File: src/source/hdr_cfg.svh
// Widths and protocol constants for the header parser datapath
// The data word is fixed at 64 bits with one strobe bit per byte
// Only the first VLAN tag of a stacked set is ever reported
`ifndef HDR_CFG_SVH
`define HDR_CFG_SVH

// Stream word and sideband widths
`define HDR_DATA_W 64
`define HDR_STRB_W 8
`define HDR_LEN_W 16
`define HDR_SPT_W 8

// EtherTypes
`define TYPE_IP 16'h0800
`define TYPE_VLAN 16'h8100
`define TYPE_VLAN_QINQ 16'h88a8
`define NO_VLAN 16'hffff

// IP protocol numbers
`define PROTO_ICMP 8'h01
`define PROTO_TCP 8'h06
`define PROTO_UDP 8'h11
`define PROTO_SCTP 8'h84

// Filler bits for the last aligned word
`define HDR_PAD16 16'h900d
`define HDR_PAD48 48'hcafe_beef_f00d

`endif

File: src/source/hdr_pkg.sv
// Shared types of the header parser
// The transport word is always 32 bits, in network byte order

package hdr_pkg;

   // First 32 bits of the transport header, two views of one word
   typedef union packed {
      struct packed {
         logic [15:0] src;
         logic [15:0] dst;
      } ports;
      struct packed {
         logic [7:0]  icmp_type;
         logic [7:0]  icmp_code;
         logic [15:0] csum;
      } icmp;
   } tp_word_u;

   typedef enum logic [1:0] {RD_FIRST, RD_REST, RD_WAIT} rd_state_e;

   typedef enum logic [3:0] {
      L2_FIRST, L2_SECOND, L2_VLAN,
      L2_SFT16_1ST, L2_SFT16, L2_TAIL16,
      L2_SFT48_1ST, L2_SFT48, L2_TAIL48
   } l2_state_e;

   typedef enum logic [2:0] {IP_IDLE, IP_2ND, IP_3RD, IP_MORE, IP_HOLD} ip_state_e;

endpackage

File: src/source/word_reader.sv
// Pulls packets from a first-word-fall-through FIFO, one per pass
// Input words are little endian, outputs are in network byte order
// Needs at least two words per packet, one idle cycle follows each packet
`timescale 1ns/1ps
`include "hdr_cfg.svh"

module word_reader import hdr_pkg::*; (
   input  logic                   asclk,
   input  logic                   aresetn,
   input  logic [`HDR_DATA_W-1:0] tx_data,
   input  logic [`HDR_STRB_W-1:0] tx_strb,
   input  logic                   tx_valid,
   input  logic                   tx_last,
   input  logic [`HDR_LEN_W-1:0]  tx_len_data,
   input  logic [`HDR_SPT_W-1:0]  tx_spt_data,
   input  logic                   fifo_empty,
   output logic                   fifo_rd_en,
   output logic                   tx_user_rd_en,
   output logic [`HDR_DATA_W-1:0] be_data,
   output logic [`HDR_STRB_W-1:0] be_strb,
   output logic                   word_valid,
   output logic                   word_last,
   output logic                   vlan_hi,
   output logic                   vlan_lo,
   output logic [`HDR_LEN_W-1:0]  pkt_len_in,
   output logic [`HDR_SPT_W-1:0]  src_port_in
);

   rd_state_e state, state_nxt;
   logic [`HDR_DATA_W-1:0] swap_data;
   logic [`HDR_STRB_W-1:0] swap_strb;
   logic valid_nxt, last_nxt;

   // Byte reversal of data and strobe
   always_comb begin
      for (int i = 0; i < `HDR_STRB_W; i++) begin
         swap_data[8*(`HDR_STRB_W-1-i) +: 8] = tx_data[8*i +: 8];
         swap_strb[`HDR_STRB_W-1-i] = tx_strb[i];
      end
   end

   always_comb begin
      state_nxt = state;
      fifo_rd_en = 1'b0;
      tx_user_rd_en = 1'b0;
      valid_nxt = 1'b0;
      last_nxt = 1'b0;
      case (state)
         RD_FIRST: begin
            if (!fifo_empty) begin
               fifo_rd_en = 1'b1;
               tx_user_rd_en = 1'b1;
               valid_nxt = tx_valid;
               state_nxt = RD_REST;
            end
         end
         RD_REST: begin
            if (!fifo_empty) begin
               fifo_rd_en = 1'b1;
               valid_nxt = tx_valid;
               last_nxt = tx_last;
               if (tx_last) begin
                  state_nxt = RD_WAIT;
               end
            end
         end
         // Gap so the aligner can flush its tail word
         RD_WAIT: state_nxt = RD_FIRST;
         default: state_nxt = RD_FIRST;
      endcase
   end

   always_ff @(posedge asclk) begin
      if (!aresetn) begin
         state <= RD_FIRST;
         word_valid <= 1'b0;
         word_last <= 1'b0;
      end else begin
         state <= state_nxt;
         word_valid <= valid_nxt;
         word_last <= last_nxt;
      end
   end

   // Payload and sideband, only meaningful with word_valid
   always_ff @(posedge asclk) begin
      be_data <= swap_data;
      be_strb <= swap_strb;
      pkt_len_in <= tx_len_data;
      src_port_in <= tx_spt_data;
      // EtherType lanes precomputed for the aligner
      vlan_hi <= (swap_data[63:48] == `TYPE_VLAN) || (swap_data[63:48] == `TYPE_VLAN_QINQ);
      vlan_lo <= (swap_data[31:16] == `TYPE_VLAN) || (swap_data[31:16] == `TYPE_VLAN_QINQ);
   end

   // FIFO is never popped when empty
   assert property (@(posedge asclk) disable iff (!aresetn) fifo_empty |-> !fifo_rd_en);

endmodule

File: src/source/l2_aligner.sv
// Extracts the L2 header and re-aligns the rest so L3 starts at bit 63
// Stacked VLAN tags are skipped, only the first tag is reported
// Every EtherType other than IPv4 finishes as plain L2 on dl_done
`timescale 1ns/1ps
`include "hdr_cfg.svh"

module l2_aligner import hdr_pkg::*; (
   input  logic                   asclk,
   input  logic                   aresetn,
   input  logic [`HDR_DATA_W-1:0] be_data,
   input  logic [`HDR_STRB_W-1:0] be_strb,
   input  logic                   word_valid,
   input  logic                   word_last,
   input  logic                   vlan_hi,
   input  logic                   vlan_lo,
   input  logic [`HDR_LEN_W-1:0]  pkt_len_in,
   input  logic [`HDR_SPT_W-1:0]  src_port_in,
   output logic                   dl_start,
   output logic                   dl_done,
   output logic [`HDR_LEN_W-1:0]  pkt_len,
   output logic [`HDR_SPT_W-1:0]  src_port,
   output logic [47:0]            dl_dst,
   output logic [47:0]            dl_src,
   output logic [15:0]            dl_ethtype,
   output logic [15:0]            dl_vlantag,
   output logic [`HDR_DATA_W-1:0] al_data,
   output logic                   al_valid,
   output logic                   ip_start
);

   l2_state_e state, state_nxt;
   logic [15:0] buf16, buf16_nxt;
   logic [47:0] buf48, buf48_nxt;
   logic [`HDR_DATA_W-1:0] al_data_nxt;
   logic al_valid_nxt, dl_start_nxt, dl_done_nxt, ip_start_nxt;
   logic [`HDR_LEN_W-1:0] pkt_len_nxt;
   logic [`HDR_SPT_W-1:0] src_port_nxt;
   logic [47:0] dl_dst_nxt, dl_src_nxt;
   logic [15:0] dl_ethtype_nxt, dl_vlantag_nxt;
   logic shift_first;

   assign shift_first = (state == L2_SFT16_1ST) || (state == L2_SFT48_1ST);

   always_comb begin
      state_nxt = state;
      buf16_nxt = buf16;
      buf48_nxt = buf48;
      al_data_nxt = al_data;
      al_valid_nxt = 1'b0;
      dl_start_nxt = 1'b0;
      dl_done_nxt = 1'b0;
      ip_start_nxt = 1'b0;
      pkt_len_nxt = pkt_len;
      src_port_nxt = src_port;
      dl_dst_nxt = dl_dst;
      dl_src_nxt = dl_src;
      dl_ethtype_nxt = dl_ethtype;
      dl_vlantag_nxt = dl_vlantag;
      case (state)
         L2_FIRST: begin
            if (word_valid) begin
               pkt_len_nxt = pkt_len_in;
               src_port_nxt = src_port_in;
               dl_dst_nxt = be_data[63:16];
               dl_src_nxt = {be_data[15:0], dl_src[31:0]};
               dl_start_nxt = 1'b1;
               state_nxt = L2_SECOND;
            end
         end
         L2_SECOND: begin
            if (word_valid) begin
               dl_src_nxt = {dl_src[47:32], be_data[63:32]};
               dl_ethtype_nxt = be_data[31:16];
               if (vlan_lo) begin
                  dl_vlantag_nxt = be_data[15:0];
                  state_nxt = L2_VLAN;
               end else begin
                  dl_vlantag_nxt = `NO_VLAN;
                  buf16_nxt = be_data[15:0];
                  state_nxt = L2_SFT16_1ST;
               end
            end
         end
         // Inner tags, stays here while both lanes hold a VLAN type
         L2_VLAN: begin
            if (word_valid) begin
               if (!vlan_hi) begin
                  dl_ethtype_nxt = be_data[63:48];
                  buf48_nxt = be_data[47:0];
                  state_nxt = L2_SFT48_1ST;
               end else if (!vlan_lo) begin
                  dl_ethtype_nxt = be_data[31:16];
                  buf16_nxt = be_data[15:0];
                  state_nxt = L2_SFT16_1ST;
               end
            end
         end
         L2_SFT16_1ST, L2_SFT16: begin
            if (word_valid) begin
               al_data_nxt = {buf16, be_data[63:16]};
               buf16_nxt = be_data[15:0];
               al_valid_nxt = 1'b1;
               state_nxt = L2_SFT16;
               if (word_last) begin
                  state_nxt = (|be_strb[1:0]) ? L2_TAIL16 : L2_FIRST;
               end
            end
         end
         L2_TAIL16: begin
            al_data_nxt = {buf16, `HDR_PAD48};
            al_valid_nxt = 1'b1;
            state_nxt = L2_FIRST;
         end
         L2_SFT48_1ST, L2_SFT48: begin
            if (word_valid) begin
               al_data_nxt = {buf48, be_data[63:48]};
               buf48_nxt = be_data[47:0];
               al_valid_nxt = 1'b1;
               state_nxt = L2_SFT48;
               if (word_last) begin
                  state_nxt = (|be_strb[5:0]) ? L2_TAIL48 : L2_FIRST;
               end
            end
         end
         L2_TAIL48: begin
            al_data_nxt = {buf48, `HDR_PAD16};
            al_valid_nxt = 1'b1;
            state_nxt = L2_FIRST;
         end
         default: state_nxt = L2_FIRST;
      endcase
      // EtherType dispatch on the first aligned word
      if (shift_first && word_valid) begin
         ip_start_nxt = (dl_ethtype == `TYPE_IP);
         dl_done_nxt = (dl_ethtype != `TYPE_IP);
      end
   end

   always_ff @(posedge asclk) begin
      if (!aresetn) begin
         state <= L2_FIRST;
         al_valid <= 1'b0;
         dl_start <= 1'b0;
         dl_done <= 1'b0;
         ip_start <= 1'b0;
      end else begin
         state <= state_nxt;
         al_valid <= al_valid_nxt;
         dl_start <= dl_start_nxt;
         dl_done <= dl_done_nxt;
         ip_start <= ip_start_nxt;
      end
   end

   always_ff @(posedge asclk) begin
      buf16 <= buf16_nxt;
      buf48 <= buf48_nxt;
      al_data <= al_data_nxt;
      pkt_len <= pkt_len_nxt;
      src_port <= src_port_nxt;
      dl_dst <= dl_dst_nxt;
      dl_src <= dl_src_nxt;
      dl_ethtype <= dl_ethtype_nxt;
      dl_vlantag <= dl_vlantag_nxt;
   end

   // One dispatch per packet, always on an aligned word
   assert property (@(posedge asclk) disable iff (!aresetn) !(ip_start && dl_done));
   assert property (@(posedge asclk) disable iff (!aresetn) (ip_start || dl_done) |-> al_valid);

endmodule

File: src/source/ip_tp_parser.sv
// IPv4 and transport field extraction over the aligned word stream
// Fragments report zero ports, an IHL of 4 clears all IP fields
// Holds its result until compose_done, a start seen while holding is lost
`timescale 1ns/1ps
`include "hdr_cfg.svh"

module ip_tp_parser import hdr_pkg::*; (
   input  logic                   asclk,
   input  logic                   aresetn,
   input  logic [`HDR_DATA_W-1:0] al_data,
   input  logic                   al_valid,
   input  logic                   ip_start,
   input  logic                   compose_done,
   output logic                   ip_tp_done,
   output logic [5:0]             ip_tos,
   output logic [7:0]             ip_proto,
   output logic [31:0]            ip_src,
   output logic [31:0]            ip_dst,
   output logic [15:0]            tp_src,
   output logic [15:0]            tp_dst
);

   ip_state_e state, state_nxt;
   // Remaining header in 32-bit half-words
   logic [4:0] hlen, hlen_nxt;
   logic frag, frag_nxt;
   logic ip_tp_done_nxt;
   logic [5:0] ip_tos_nxt;
   logic [7:0] ip_proto_nxt;
   logic [31:0] ip_src_nxt, ip_dst_nxt;
   logic [15:0] tp_src_nxt, tp_dst_nxt;
   logic [15:0] tp_src_dec, tp_dst_dec;
   logic tp_in_hi;
   tp_word_u tp_word;

   // Upper half only when the count ran out on the previous word
   assign tp_in_hi = (state == IP_MORE) && (hlen == 5'd0);
   assign tp_word = tp_in_hi ? al_data[63:32] : al_data[31:0];

   always_comb begin
      case (ip_proto)
         `PROTO_ICMP: begin
            tp_src_dec = {8'h00, tp_word.icmp.icmp_type};
            tp_dst_dec = {8'h00, tp_word.icmp.icmp_code};
         end
         `PROTO_TCP, `PROTO_UDP, `PROTO_SCTP: begin
            tp_src_dec = tp_word.ports.src;
            tp_dst_dec = tp_word.ports.dst;
         end
         default: begin
            tp_src_dec = 16'h0000;
            tp_dst_dec = 16'h0000;
         end
      endcase
   end

   always_comb begin
      state_nxt = state;
      hlen_nxt = hlen;
      frag_nxt = frag;
      ip_tp_done_nxt = 1'b0;
      ip_tos_nxt = ip_tos;
      ip_proto_nxt = ip_proto;
      ip_src_nxt = ip_src;
      ip_dst_nxt = ip_dst;
      tp_src_nxt = tp_src;
      tp_dst_nxt = tp_dst;
      case (state)
         IP_IDLE: begin
            if (ip_start) begin
               hlen_nxt = {1'b0, al_data[59:56]} - 5'd2;
               ip_tos_nxt = al_data[55:50];
               // MF flag or a non-zero fragment offset
               frag_nxt = al_data[13] || (|al_data[12:0]);
               state_nxt = IP_2ND;
            end
         end
         IP_2ND: begin
            if (al_valid) begin
               hlen_nxt = hlen - 5'd2;
               ip_proto_nxt = al_data[55:48];
               ip_src_nxt = al_data[31:0];
               state_nxt = IP_3RD;
            end
         end
         IP_3RD: begin
            if (al_valid) begin
               ip_dst_nxt = al_data[63:32];
               if (frag || hlen == 5'd0) begin
                  ip_tp_done_nxt = 1'b1;
                  tp_src_nxt = 16'h0000;
                  tp_dst_nxt = 16'h0000;
                  state_nxt = IP_HOLD;
                  if (!frag) begin
                     // Header shorter than 20 bytes
                     ip_tos_nxt = 6'd0;
                     ip_proto_nxt = 8'h00;
                     ip_src_nxt = 32'h0;
                     ip_dst_nxt = 32'h0;
                  end
               end else if (hlen == 5'd1) begin
                  ip_tp_done_nxt = 1'b1;
                  tp_src_nxt = tp_src_dec;
                  tp_dst_nxt = tp_dst_dec;
                  state_nxt = IP_HOLD;
               end else begin
                  hlen_nxt = hlen - 5'd2;
                  state_nxt = IP_MORE;
               end
            end
         end
         IP_MORE: begin
            if (al_valid) begin
               if (hlen <= 5'd1) begin
                  ip_tp_done_nxt = 1'b1;
                  tp_src_nxt = tp_src_dec;
                  tp_dst_nxt = tp_dst_dec;
                  state_nxt = IP_HOLD;
               end else begin
                  hlen_nxt = hlen - 5'd2;
               end
            end
         end
         IP_HOLD: begin
            if (compose_done) begin
               state_nxt = IP_IDLE;
            end
         end
         default: state_nxt = IP_IDLE;
      endcase
   end

   always_ff @(posedge asclk) begin
      if (!aresetn) begin
         state <= IP_IDLE;
         hlen <= 5'd0;
         frag <= 1'b0;
         ip_tp_done <= 1'b0;
      end else begin
         state <= state_nxt;
         hlen <= hlen_nxt;
         frag <= frag_nxt;
         ip_tp_done <= ip_tp_done_nxt;
      end
   end

   always_ff @(posedge asclk) begin
      ip_tos <= ip_tos_nxt;
      ip_proto <= ip_proto_nxt;
      ip_src <= ip_src_nxt;
      ip_dst <= ip_dst_nxt;
      tp_src <= tp_src_nxt;
      tp_dst <= tp_dst_nxt;
   end

   // No second result while the first is still held
   assert property (@(posedge asclk) disable iff (!aresetn)
      (state == IP_HOLD && $past(state == IP_HOLD)) |-> !ip_tp_done);

endmodule

File: src/source/header_parser.sv
// Ethernet header parser top with L2 and IP parse counters
// Counters wrap at their maximum and are cleared only by reset
`timescale 1ns/1ps
`include "hdr_cfg.svh"

module header_parser (
   input  logic                   asclk,
   input  logic                   aresetn,
   input  logic [`HDR_DATA_W-1:0] tx_data,
   input  logic [`HDR_STRB_W-1:0] tx_strb,
   input  logic                   tx_valid,
   input  logic                   tx_last,
   input  logic [`HDR_LEN_W-1:0]  tx_len_data,
   input  logic [`HDR_SPT_W-1:0]  tx_spt_data,
   input  logic                   fifo_empty,
   output logic                   fifo_rd_en,
   output logic                   tx_user_rd_en,
   output logic                   dl_start,
   output logic                   dl_done,
   output logic [`HDR_LEN_W-1:0]  pkt_len,
   output logic [`HDR_SPT_W-1:0]  src_port,
   output logic [47:0]            dl_dst,
   output logic [47:0]            dl_src,
   output logic [15:0]            dl_ethtype,
   output logic [15:0]            dl_vlantag,
   output logic                   ip_tp_done,
   output logic [5:0]             ip_tos,
   output logic [7:0]             ip_proto,
   output logic [31:0]            ip_src,
   output logic [31:0]            ip_dst,
   output logic [15:0]            tp_src,
   output logic [15:0]            tp_dst,
   input  logic                   compose_done,
   output logic [31:0]            dl_parse_cnt,
   output logic [31:0]            ip_tp_parse_cnt
);

   // Reader to aligner
   logic [`HDR_DATA_W-1:0] be_data;
   logic [`HDR_STRB_W-1:0] be_strb;
   logic word_valid, word_last;
   logic vlan_hi, vlan_lo;
   logic [`HDR_LEN_W-1:0] pkt_len_in;
   logic [`HDR_SPT_W-1:0] src_port_in;

   // Aligner to IP parser
   logic [`HDR_DATA_W-1:0] al_data;
   logic al_valid, ip_start;

   word_reader word_reader_i (.*);

   l2_aligner l2_aligner_i (.*);

   ip_tp_parser ip_tp_parser_i (.*);

   always_ff @(posedge asclk) begin
      if (!aresetn) begin
         dl_parse_cnt <= 32'd0;
         ip_tp_parse_cnt <= 32'd0;
      end else begin
         if (dl_done) begin
            dl_parse_cnt <= dl_parse_cnt + 32'd1;
         end
         if (ip_tp_done) begin
            ip_tp_parse_cnt <= ip_tp_parse_cnt + 32'd1;
         end
      end
   end

endmodule

File: config.mk
export PLATFORM = sky130hd
export DESIGN_NAME = header_parser
export DESIGN_NICKNAME = d
export VERILOG_FILES = /design/src/source/hdr_pkg.sv /design/src/source/word_reader.sv /design/src/source/l2_aligner.sv /design/src/source/ip_tp_parser.sv /design/src/source/header_parser.sv
export VERILOG_INCLUDE_DIRS = /design/src /design/src/source
export SDC_FILE = /design/constraint.sdc
export NUM_CORES = 1
export LEC_CHECK = 0
export BUFFER_PORTS_ARGS = -buffer_cell sky130_fd_sc_hd__buf_2
export CORE_ASPECT_RATIO = 2
export CORE_MARGIN = 2
export CORE_UTILIZATION = 44
export CTS_CLUSTER_DIAMETER = 30
export CTS_CLUSTER_SIZE = 16
export DETAILED_ROUTE_END_ITERATION = 7
export PLACE_DENSITY = 0.67
export SLEW_MARGIN = 20
export SYNTH_ARGS = -nofsm -noshare
export SYNTH_HDL_FRONTEND = slang
export SYNTH_SLANG_ARGS = --single-unit
File: constraint.sdc
create_clock -name asclk -period 6 [get_ports asclk]
set_input_delay 0 -clock asclk [delete_from_list [all_inputs] [get_ports asclk]]
set_output_delay 0 -clock asclk [all_outputs]
set_load 0.02 [all_outputs]
; ---- Yosys cells after proc, flatten, opt, wreduce, memory -nomap -nowiden
; Index checks and enable logic that the tools add are counted.
[word_totals]
inputBits = 102
latchBits = 0
rom_bits = 0
output_inout_bits = 331
memories = 0
ff_bits = 572
ram_bits = 0
[op_classes]
bitwise = 5
magnitude_cmp = 1
mul = 0
n_eq_ne = 47
shifts = 0
n_mux = 98
add_sub_neg = 4
reduce_logical = 49
n_div = 0
[op_table]
columns = cell, n
row1 = 16-bit two-way mux, 19
row2 = 32-bit two-way mux, 8
row3 = 64-bit one-hot mux with 4 select lines, 1
row4 = 48-bit two-way mux, 4
row5 = 48-bit one-hot mux with 2 select lines, 2
row6 = 16-bit one-hot mux with 2 select lines, 5
row7 = 64-bit two-way mux, 2
row8 = 32-bit by 1-bit adder with 32-bit output (second input constant), 2
row9 = 16-bit == test (second input constant), 4
row10 = 32-bit one-hot mux with 2 select lines, 1
row11 = 16-bit one-hot mux with 3 select lines, 1
row12 = 4-bit two-way mux, 10
row13 = 2-bit != test (second input constant), 20
row14 = 5-bit two-way mux, 7
row15 = 8-bit two-way mux, 4
row16 = 3-bit two-way mux, 9
row17 = 6-bit two-way mux, 4
row18 = 4-bit one-hot mux with 5 select lines, 1
row19 = 5-bit one-hot mux with 4 select lines, 1
row20 = 5-bit AND reduction, 4
row21 = 16-bit by 12-bit == test with 1-bit output (second input constant), 1
row22 = 4-bit by 3-bit == test with 1-bit output (second input constant), 4
row23 = 16-bit by 12-bit != test with 1-bit output (second input constant), 1
row24 = 8-bit one-hot mux with 2 select lines, 1
row25 = 44 further kinds, 88

; ---- Longest topological paths before layout
; Gate-level depths: netlist (run 1).
[depth]
ltp_word = 8
mapped_depth = 11
mapped_depth_nobuf = 9

; ---- Modules after synthesis
; Synthesis (run 1) repeated with hierarchy kept, for this count alone.
[unflattened]
hier_cells = 1381
hier_area_um2 = 20840.0
[modules_own_cells]
columns = module, seq_area_each_um2, instances, area_per_inst_um2, cells_each
row1 = l2_aligner, 8568.2, 1, 10448.8, 546
row2 = ip_tp_parser, 3503.4, 1, 5099.9, 356
row3 = header_parser, 1281.2, 1, 3061.7, 351
row4 = word_reader, 2042.0, 1, 2229.6, 128

; ---- Worst setup path before layout (run 1)
; Ideal clock, no wire load.
[synth_timing]
path_kind = register -> register
from = register l2_aligner_i.state[2]
to = register l2_aligner_i.al_data[0], enable pin
slack_ps = -196
stages_incl_launch_ff = 5
setup_time_ps = 576
arrival_time_ps = 5621
cell_sequence = dfxtp_1 clkbuf_1 clkbuf_1 a22oi_1 o21ai_0
[synth_via]
elab_chain_len = 4
[synth_rtl]
columns = item, line_no
row1 = "start, declared", l2_aligner.sv:31  ; l2_state_e state, state_nxt;
row2 = "start signal, assigned", l2_aligner.sv:147  ; state <= state_nxt;
row3 = 4-bit by 3-bit == test with 1-bit output or 4-bit by 2-bit == test with 1-bit output (tied branches), l2_aligner.sv:59  ; case (state)
row4 = 2-bit OR reduction, l2_aligner.sv:59
row5 = 4-bit nonzero test (no source line) or 2-bit != test (tied branches), n/a
row6 = 3-bit AND reduction (no source line) *, n/a
row7 = "end signal, assigned", l2_aligner.sv:158  ; al_data <= al_data_nxt;
row8 = "end, declared", l2_aligner.sv:26  ; output logic [`HDR_DATA_W-1:0] al_data,
; Mark *: on every way between the ends. The rest lies on a longest branch, timed or not.
; A chain may end at the register's enable or synchronous reset.

; ---- Worst setup path in the final report (run 1)
[layout_timing]
from = register l2_aligner_i.state[3]
to = register l2_aligner_i.dl_src[30], enable pin
[layout_via]
elab_chain_len = 3
[layout_rtl]
columns = item, line_no
row1 = 4-bit zero test, l2_aligner.sv:59
row2 = 1-bit NOT (no source line), n/a
row3 = 3-bit AND reduction (no source line) *, n/a
row4 = "end signal, assigned", l2_aligner.sv:162  ; dl_src <= dl_src_nxt;
row5 = "end, declared", l2_aligner.sv:23  ; output logic [47:0] dl_src,
; Marks and branches as above.

==> results.md, run 1 <==
* Initial antenna violation count at 1
* CP max FO at 40
* Post-synthesis cell type count at between 50 and 60
* Startpoint Class: register
* Post-CTS setup repair buffer count at 0
* Count of final hold-check violations at 0
* Period utilisation layout at roughly 57%
* Pwr/cell area at between 300 and 400 mW/mm^2
* Syn_area_per_cell at ~14 um^2
* Synthesized area at between 0.02 and 0.025 mm^2
* Setup_tns at 0 ps
* Worst skew pair latency at ~600 ps
* WS Path Type: reg2reg
* Routed len/inst at between 20 and 25 um
* DPL Wire Length at ~39000 um
* Max_cap viols at 0
* Post-synth top area share at between 50 and 60%
* Row cnt at between 100 and 150
* Critical-path cell list: nor4b_2 > buf_4 > and2_2
* Clock buffer depth at 3
* Critical Path Start: l2_aligner_i.state[3]
* Number of flops mapped to enable cells by yosys at between 300 and 400
* Initial Util at between 40% and 50%
* Clock Root Buffer: clkbuf_16
* # clock sinks at approximately 570
* Most frequent cells in the layout: 430 x buf_2, 390 x edfxtp_1, 182 x dfxtp_1
* Maximum vdd drop at 0.303 mV
* Register area share after synthesis at between 70% and 80%
* Final min period at between 3000 and 4000 ps
* Worst Path Buf+Inv at 1
* TritonCTS clock tree: yes
* H-tree lvl count at 3
* HP Class: in2reg
* Comb pwr share at 3.2%
* Via count at 13700
* Status: completed
* Post-route ant nets at 0
* CTS buffer count at 72
* Critical Path RT at approximately 6200 ps
* P&R area growth vs syn at 31.4%
* CP delay by family, top: simple AND/OR/NAND/NOR gates
* Slew headroom at 28.4%
* WP data arrival at approximately 3600 ps
* Worst r2r src: l2_aligner_i.state[3]
* Full die area at ~0.048 mm^2
* Largest net degree at the start of global routing at 73
* Pint at between 7000 and 8000 uW
* DRC at 0
* Core Area at between 0.04 and 0.05 mm^2
* Mapped Cells at between 1000 and 1500
* Number of fill cells at about 3600
* Drt first pass iters at 5
* Boundary pin count at between 400 and 500
* Main flop type after synthesis: edfxtp_1
* Synth Register Bits at about 570
* Worst-path clk slew at around 60 ps
* Sw Pwr at 2060 uW
* Sequential power share at 47.8%
* Crit end category: register
* DR vias/cell at around 5.1
* F_max at 293 MHz
* Die Width at between 150 and 200 um
* Final Setup Violations at 0
* Count of port buffers added during placement at 430
* Synth warnings at 0
* Syn nets at between 1500 and 2000
* Most common cell after layout, fill and taps aside: buf_2
* Total power at 9100 uW
* Gates resized, CTS repair at 0
* Final net count at 2089
* Clk pwr share at 49.0%
* GRT Util Overall at between 20% and 30%
* Sw Share at roughly 23%
* Total grt overflow at 0
* Share of layout cells above drive strength 1 at 29.9%
* Vias in the first global route at between 10000 and 15000
* Slowest-stage cell, CP: nor4b_2
* Area leader, netlist: edfxtp_1
* Final GP Congestion at around 0.86
* Hold Crit Start: tx_len_data[2]
* Wirelength, routed at approximately 57000 um
* Least-Margin Pin Slew at roughly 1100 ps
* First-pass GRT wire length at approximately 84000 um
* RSZ-0062 raised after global routing: false
* P_leak at roughly 0.011 uW
* First-iteration detailed-routing DRC count at roughly 910
* DIE HEIGHT at approximately 310 um
* Final Skew at 20.5 ps
* Synth async-reset ratio at 0%
* Top post-synthesis cells by area: edfxtp_1 57%, dfxtp_1 18%, nor2b_1 2.8%
* Final Max Tran Viols at 0
* CP peak stage delay at between 900 and 1000 ps
cells in the mapped netlist (4+ instances only):
| cell type | instances |
|---|---|
| edfxtp_1 | 390 |
| dfxtp_1 | 182 |
| nand2_1 | 112 |
| nor2_1 | 98 |
| nor2b_1 | 93 |
| clkbuf_1 | 50 |
| a21oi_1 | 42 |
| and2_1 | 39 |
| xor2_1 | 31 |
| mux2i_1 | 29 |
| nor3_1 | 28 |
| nand2b_1 | 26 |
| xnor2_1 | 25 |
| nand3_1 | 24 |
| nand4_1 | 24 |
| o22a_1 | 24 |
| o21ai_0 | 23 |
| nor4_1 | 19 |
| a22o_1 | 17 |
| mux2_2 | 16 |
| inv_1 | 15 |
| and4_1 | 13 |
| o22ai_1 | 10 |
| or3_1 | 9 |
| o32ai_1 | 8 |
| o211ai_1 | 7 |
| and2b_1 | 6 |
| buf_2 | 6 |
| and3_1 | 5 |
| buf_6 | 5 |
| a31oi_1 | 4 |
power groups by stage:
stage                     Combinational (uW)  Clock [uW]  Sequential, uW
after global routing                     316        4690            4360
final                                    293        4450            4350
after detailed placement                 238           0            4430
after floorplan                          107           0            4430
after global placement                   230           0            4430
after CTS                                289        4530            4350
routing by layer:
layer | vias to the layer above | part of all wire (%) | global-route usage (%)
met2 | 596 | 54 | 42.6
li1 | 6332 | - | -
met3 | 111 | 7.1 | 5.31
met5 | - | 0 | 0
met1 | 6687 | 36 | 25.1
met4 | 0 | 3.4 | 9.32
cell families after synthesis:
kind of cell / synth area share [%]
xor gates and xnor gates: 2.39
muxes: 2.40
and+or+nand+nor: 13.3
adders and majority gates: 0.232
DFF: 74.9
AOI/OAI and AO/OA: 5.07
buffers and inverters: 1.67
through the flow:
stage	std cells	worst slack, ps	util (%)	hold WS, ps	area, um^2
finish	2666	2590	58.6	32.5	26900
global route	2666	2410	58.6	26.3	26900
CTS	2663	2540	58.5	6.41	26900
detailed placement	2428	2540	50.8	104	23300
global placement	2427	2650	50.8	103	23300
floorplan	1427	1060	-	27.7	20500
worst register-to-register path, delay by kind of cell, from the launching register on:
family,cells,cell delay [ps]
flops,1,610
simple gates,2,1870
buf+inv,1,520
what timing repair did:
item | in CTS | in global routing
endpoints found under the hold margin | 114 | 0
hold buffers | 101 | 0
endpoints found under the setup margin | 0 | 0
registers in the layout, indices dropped and copies added, names as in the netlist, 8 cells and up:
register,cells
l2_aligner_i.pkt_len,16
l2_aligner_i.src_port,8
ip_tp_parser_i.ip_proto,8
l2_aligner_i.buf16,16
ip_tp_parser_i.ip_dst,32
ip_tp_parser_i.ip_src,32
word_reader_i.pkt_len_in,16
l2_aligner_i.al_data,64
word_reader_i.be_data,64
l2_aligner_i.buf48,48
l2_aligner_i.dl_dst,48
word_reader_i.src_port_in,8
ip_tp_parse_cnt,32
dl_parse_cnt,32
l2_aligner_i.dl_ethtype,16
l2_aligner_i.dl_src,48
ip_tp_parser_i.tp_dst,16
ip_tp_parser_i.tp_src,16
l2_aligner_i.dl_vlantag,16
path summary, 6_finish.rpt:
| path | endpoint | slack [ps] | cells past startpoint |
|---|---|---|---|
| worst min-delay path | word_reader_i.pkt_len_in[2] | 30 | 2 |
| worst min register to register | l2_aligner_i.src_port[7] | 410 | 0 |
| worst max-delay path | l2_aligner_i.dl_src[30] | 2590 | 3 |
| worst max register to register | l2_aligner_i.dl_src[30] | 2590 | 3 |
area by class of cell:
type                    instances  area (um^2)  share of cell area [%]
diodes                          1         2.50                 0.00929
clock buffers                  87         2000                    7.42
clock inverters                47          538                    2.00
inverters                      15         56.3                   0.209
multi-input cells             776         4910                    18.2
flip-flops and latches        572        15400                    57.0
well taps                     621          777                    2.88
repair buffers                547         3310                    12.3
Note: power is estimated with default switching activity, not from simulation.
==> run 2: changes to the inputs <==
- ABC_AREA: default -> 1
- PLACE_DENSITY: 0.67 -> 0.64
- clock period: 6 -> 3.32 ns (I/O delays scaled with it)
==> results.md, run 2 <==
* Core Area at about 0.047 mm^2
* Syn nets at 1960
* Mapped Cells at roughly 1900
* Post-route ant nets at 0
* Worst Hold Endpoint: word_reader_i.be_data[41]
* Pwr/cell area at 598 mW/mm^2
* Period utilisation layout at about 77%
* Worst-path clk slew at approximately 70 ps
* Final Setup Violations at 0
* Pint at approximately 13000 uW
* DPL Wire Length at between 40000 and 50000 um
* Least-Margin Pin Slew at 972 ps
* Hold depth at 2
* P&R area growth vs syn at 30.6%
* Top-count cell post-synth: edfxtp_1
* DRC at 0
* Critical Path RT at approximately 3800 ps
* Sequential power share at between 40% and 50%
* Top post-synthesis cells by count: 390 x edfxtp_1, 307 x nand2_1, 283 x nor2_1
* Startpoint Class: register
* Slowest-stage cell, CP: o21ai_0
* Worst reg2reg setup slack at between 700 and 800 ps
* Die Width at 159 um
* Full die area at 0.0496 mm^2
* Status: completed
* TritonCTS clock tree: yes
* Sw Share at a little under a quarter
* Setup_tns at 0 ps
* DR vias/cell at between 4 and 5
* Slew headroom at between 30% and 40%
* R2r endpoint: ip_tp_parser_i.tp_dst[6]
* # clock sinks at 572
* Clock Root Buffer: clkbuf_16
* Largest net degree at the start of global routing at 73
* Clock buffer depth at 3
* Hold Crit Start: tx_data[17]
* First-iteration detailed-routing DRC count at approximately 1300
* Clk pwr share at a little under half
* Area leader, netlist: edfxtp_1
* Final min period at 2560 ps
* H-tree lvl count at 3
* Maximum vdd drop at ~0.6 mV
* Main flop type after synthesis: edfxtp_1
* Top post-synthesis cells by area: edfxtp_1 56%, dfxtp_1 17%, nand2_1 5.5%
* Worst r2r src: ip_tp_parser_i.state[0]
* Wirelength, routed at just over 60000 um
* First-pass GRT wire length at approximately 90000 um
* Row cnt at 113
* Drt first pass iters at 6
* Vias in the first global route at around 16000
* Synth Register Bits at ~570
* P_leak at between 0.01 and 0.015 uW
* Synthesized area at about 0.021 mm^2
* Final net count at between 2000 and 3000
* CP peak stage delay at around 620 ps
* Post-synthesis cell type count at 43
* Sw Pwr at between 3000 and 4000 uW
* Number of fill cells at about 4000
* Worst hold slack at roughly 27 ps
* Total grt overflow at 0
* Number of flops mapped to enable cells by yosys at around 400
* Post-synth top area share at 55.7%
* RSZ-0062 raised after global routing: false
* WP data arrival at 3000 ps
* Crit end category: register
* Final Max Tran Viols at 0
* CP delay by family, top: simple AND/OR/NAND/NOR gates
* Share of layout cells above drive strength 1 at 24.3%
* Final GP Congestion at 0.960
* Syn_area_per_cell at around 11 um^2
* Initial Util at between 40% and 50%
* Largest registers: l2_aligner_i.al_data: 64 flops, word_reader_i.be_data: 64 flops
* WS Path Type: reg2reg
* HP Class: in2reg
* CTS buffer count at between 60 and 70
* Count of final hold-check violations at 0
* Final Skew at between 20 and 30 ps
* Number of diodes at 0
* Max_cap viols at 0
* Boundary pin count at about 430
* Comb pwr share at 5.4%
* Count of port buffers added during placement at 430
* Initial antenna violation count at 0
* Worst skew pair latency at slightly above 600 ps
* Critical Path Start: ip_tp_parser_i.state[0]
* GRT Util Overall at between 20% and 30%
* Register area share after synthesis at roughly 73%
* Synth async-reset ratio at 0%
* Critical-path cell list: inv_2 > nor3_4 > buf_4 > nand3_2 > o21ai_0 > nand2_1 > o21ai_1
* F_max at 391 MHz
* Most frequent cells in the layout: 430 x buf_2, 390 x edfxtp_1, 306 x nand2_1
* Via count at about 16000
* Synth warnings at 0
* CP max FO at 34
* Routed len/inst at between 15 and 20 um
* DIE HEIGHT at about 310 um
* Reg2reg path depth at 7
* Post-CTS setup repair buffer count at 0
* Most common cell after layout, fill and taps aside: buf_2
* Worst Path Buf+Inv at 2
[run 2: cell types whose count changed in the layout (fill, tap and decap cells not counted), moves of 24 or more]
cell,before,now
inv_1,14,248
nand2_1,112,306
nor2_1,96,278
nor2b_1,93,0
a21oi_1,41,88
o21ai_0,22,64
nand3_1,24,63
and2_1,38,1
mux2i_1,29,0
nand2b_1,26,0
o22a_1,24,0
[run 2: what timing repair did]
| item | 4_1_cts | 5_1_grt |
|---|---|---|
| hold buffers | 109 | 0 |
| resized for setup | 0 | 0 |
| setup endpoints to repair | 0 | 0 |
| endpoints found under the hold margin | 120 | 0 |
[run 2: cell type report]
cell class | instances | area, um^2 | area share, %
Clock inverter | 46 | 549 | 2.00
Sequential cell | 572 | 15400 | 55.9
Tap cell | 632 | 791 | 2.88
Clock buffer | 80 | 1820 | 6.63
Timing Repair Buffer | 565 | 3460 | 12.6
Multi-Input combinational cell | 977 | 4500 | 16.4
Inverter | 258 | 971 | 3.54
[run 2: worst max-delay path by stage]
stage                                      end  slack, ps  cells past startpoint
floorplan           ip_tp_parser_i.ip_proto[0]        260                      5
global placement      ip_tp_parser_i.tp_dst[6]        930                      7
detailed placement    ip_tp_parser_i.tp_dst[6]        850                      7
CTS                   ip_tp_parser_i.tp_dst[6]        820                      7
global route          ip_tp_parser_i.tp_dst[2]        620                      7
finish                ip_tp_parser_i.tp_dst[6]        760                      7
[run 2: metal layers]
metal	GRT usage (%)	routed length [um]	part of all wire [%]
met5	0	0	0
met4	13.2	3110	5.1
met3	5.18	4080	6.7
met2	45.0	32600	54
met1	25.4	21200	35
[run 2: cells by family (layout without fill, tap and decap cells)]
| logic type | Yosys count | count (layout) | share of synthesized area [%] |
|---|---|---|---|
| adders and majority gates | 3 | 3 | 0.179 |
| AOI/OAI and AO/OA | 199 | 199 | 5.01 |
| xor gates and xnor gates | 14 | 14 | 0.584 |
| and+or+nand+nor | 761 | 761 | 15.3 |
| DFF | 572 | 572 | 73.1 |
| buffers and inverters | 306 | 949 | 5.85 |
[run 2: per-stage QoR]
stage               util, %  worst slack [ps]  cells  power, uW  instance area, um^2
floorplan                 -               259   1855       8460                21000
global placement       50.6               934   2895       8780                24000
detailed placement     50.6               850   2895       8810                24000
CTS                    57.9               821   3130      16500                27400
global route           57.9               616   3130      16900                27400
finish                 57.9               763   3130      16400                27400
[run 2: power groups by stage]
stage	Clock [uW]	Sequential, uW	Combinational [uW]
after global placement	0	8020	760
after global routing	8060	7880	962
after floorplan	0	8060	395
after detailed placement	0	8030	782
after CTS	7790	7870	883
final	7660	7870	886
==> run 3: changes to the inputs <==
- PLACE_DENSITY: 0.64 -> 0.67
- clock period: 3.32 -> 2.1 ns (I/O delays scaled with it)
==> results.md, run 3 (synthesis results as in run 2) <==
* Status: completed
* Hold depth at 2
* P&R area growth vs syn at 35.2%
* Pre-CTS setup slack at 86.5 ps
* Final Setup Violations at 0
* Final Max Tran Viols at 0
* Via count at ~16000
* Most frequent cells in the layout: 430 x buf_2, 390 x edfxtp_1, 304 x nand2_1
* Final Skew at ~20 ps
* Post-CTS setup repair buffer count at 0
* Crit end category: register
* F_max at slightly above 500 MHz
* Worst-path clk slew at around 70 ps
* Core Area at between 0.04 and 0.05 mm^2
* Clock buffer depth at 3
* Reg2reg path depth at 7
* Hold Crit Start: tx_data[24]
* Post-route ant nets at 0
* Number of fill cells at 3874
* Pwr/cell area at between 900 and 1000 mW/mm^2
* TritonCTS clock tree: yes
* Worst r2r src: ip_tp_parser_i.state[0]
* First-pass GRT wire length at approximately 94000 um
* Worst Hold Endpoint: word_reader_i.be_data[32]
* Startpoint Class: register
* R2r endpoint: ip_tp_parser_i.tp_dst[5]
* WP data arrival at 2300 ps
* Row cnt at about 110
* Max_cap viols at 0
* Share of layout cells above drive strength 1 at approximately a quarter
* Worst skew pair latency at between 600 and 700 ps
* Placed cells at around 2900
* DPL Wire Length at 47400 um
* Count of port buffers added during placement at 430
* CTS buffer count at 76
* Final core utilization at around 60%
* First-iteration detailed-routing DRC count at between 1000 and 1500
* Drt first pass iters at 6
* Initial Util at between 40 and 50%
* GRT Util Overall at around 26%
* Slowest-stage cell, CP: dfxtp_1
* Critical Path RT at approximately 2500 ps
* Most common cell after layout, fill and taps aside: buf_2
* Worst Path Buf+Inv at 3
* RSZ-0062 raised after global routing: false
* Maximum vdd drop at just over 0.9 mV
* DIE HEIGHT at between 300 and 400 um
* CP peak stage delay at approximately 340 ps
* Worst setup margin at ~160 ps
* Vias in the first global route at 16300
* Count of final hold-check violations at 0
* Critical-path cell list: inv_2 > nor3_4 > nand3_2 > buf_4 > buf_4 > a21oi_1 > o21ai_1
* WS Path Type: reg2reg
* Largest net degree at the start of global routing at 73
* Worst reg2reg setup slack at between 150 and 200 ps
* Sequential power share at between 40% and 50%
* Full die area at 0.0496 mm^2
* Initial antenna violation count at 0
* Setup_tns at 0 ps
* Final GP Congestion at slightly above 0.9
* Filler-free cell count of the finished design at 3204
* Die Width at approximately 160 um
* H-tree lvl count at 3
* Slew headroom at 59.0%
* Number of diodes at 0
* Sw Share at about a quarter
* FF+latch area at 0.0154 mm^2
* # clock sinks at 572
* CP delay by family, top: buffers and inverters
* Sw Pwr at just under 7000 uW
* Most used cell, CP: buf_4
* Pint at a little over 20000 uW
* Total grt overflow at 0
* CP max FO at 20
* P_leak at about 0.012 uW
* Largest registers: l2_aligner_i.al_data: 64 flops, word_reader_i.be_data: 64 flops
* Wirelength, routed at ~65000 um
* Clock Root Buffer: clkbuf_16
* HP Class: in2reg
* Boundary pin count at 433
* Final net count at between 2000 and 3000
* Comb pwr share at roughly 5.7%
* Routed len/inst at ~20 um
* Final min period at approximately 1900 ps
* DR vias/cell at around 5.0
* Multi-input logic area at approximately 0.0045 mm^2
* Least-Margin Pin Slew at 610 ps
* Period utilisation layout at 92.3%
* DRC at 0
* Clk pwr share at between 40% and 50%
run 3: how the worst max path moves through the flow:
stage,cells past startpoint,to,startpoint,slack [ps]
floorplan,5,ip_tp_parser_i.ip_proto[0],ip_tp_parser_i.hlen[2],-280
global placement,5,ip_tp_parser_i.tp_dst[13],ip_tp_parser_i.hlen[4],180
detailed placement,5,ip_tp_parser_i.tp_dst[14],ip_tp_parser_i.hlen[4],90
CTS,5,ip_tp_parser_i.tp_dst[11],ip_tp_parser_i.hlen[4],70
global route,8,ip_tp_parser_i.tp_src[7],ip_tp_parser_i.state[0],80
finish,7,ip_tp_parser_i.tp_dst[5],ip_tp_parser_i.state[0],160
run 3: final cells by class:
cell class / instances / area share, %
clock inverter: 60 / 2.48
timing repair buffer: 622 / 14.2
tap: 632 / 2.78
multi-input combinational: 978 / 16.0
clock buffer: 82 / 6.96
sequential: 572 / 54.1
inverter: 258 / 3.42
run 3: stage by stage:
step / instance area [um^2] / hold slack [ps] / power, uW
finish: 28400 / 16.7 / 27300
global placement: 24400 / 102 / 14000
detailed placement: 24400 / 104 / 14000
global route: 28400 / 7.06 / 28100
CTS: 28400 / 1.33 / 27500
floorplan: 21100 / 27.7 / 13400
run 3: metal layers:
layer	track usage (%)	share of wire (%)	up-vias	wire length (um)
met5	0	0	-	0
met4	14.3	5.5	0	3540
met3	6.24	7.1	173	4620
met2	47.7	54	700	34800
met1	26.0	34	7559	21900
li1	-	-	7540	-
run 3: power groups by stage:
stage	registers (uW)	logic, uW	clock network (uW)
after floorplan	12700	657	0
after global placement	12700	1340	0
after detailed placement	12700	1360	0
after CTS	12400	1550	13500
after global routing	12500	1690	14000
final	12400	1560	13300
run 3: what timing repair did:
item | CTS | global route
hold buffers | 131 | 0
resized for setup | 0 | 2
endpoints found under the setup margin | 0 | 22
hold endpoints to repair | 146 | 0
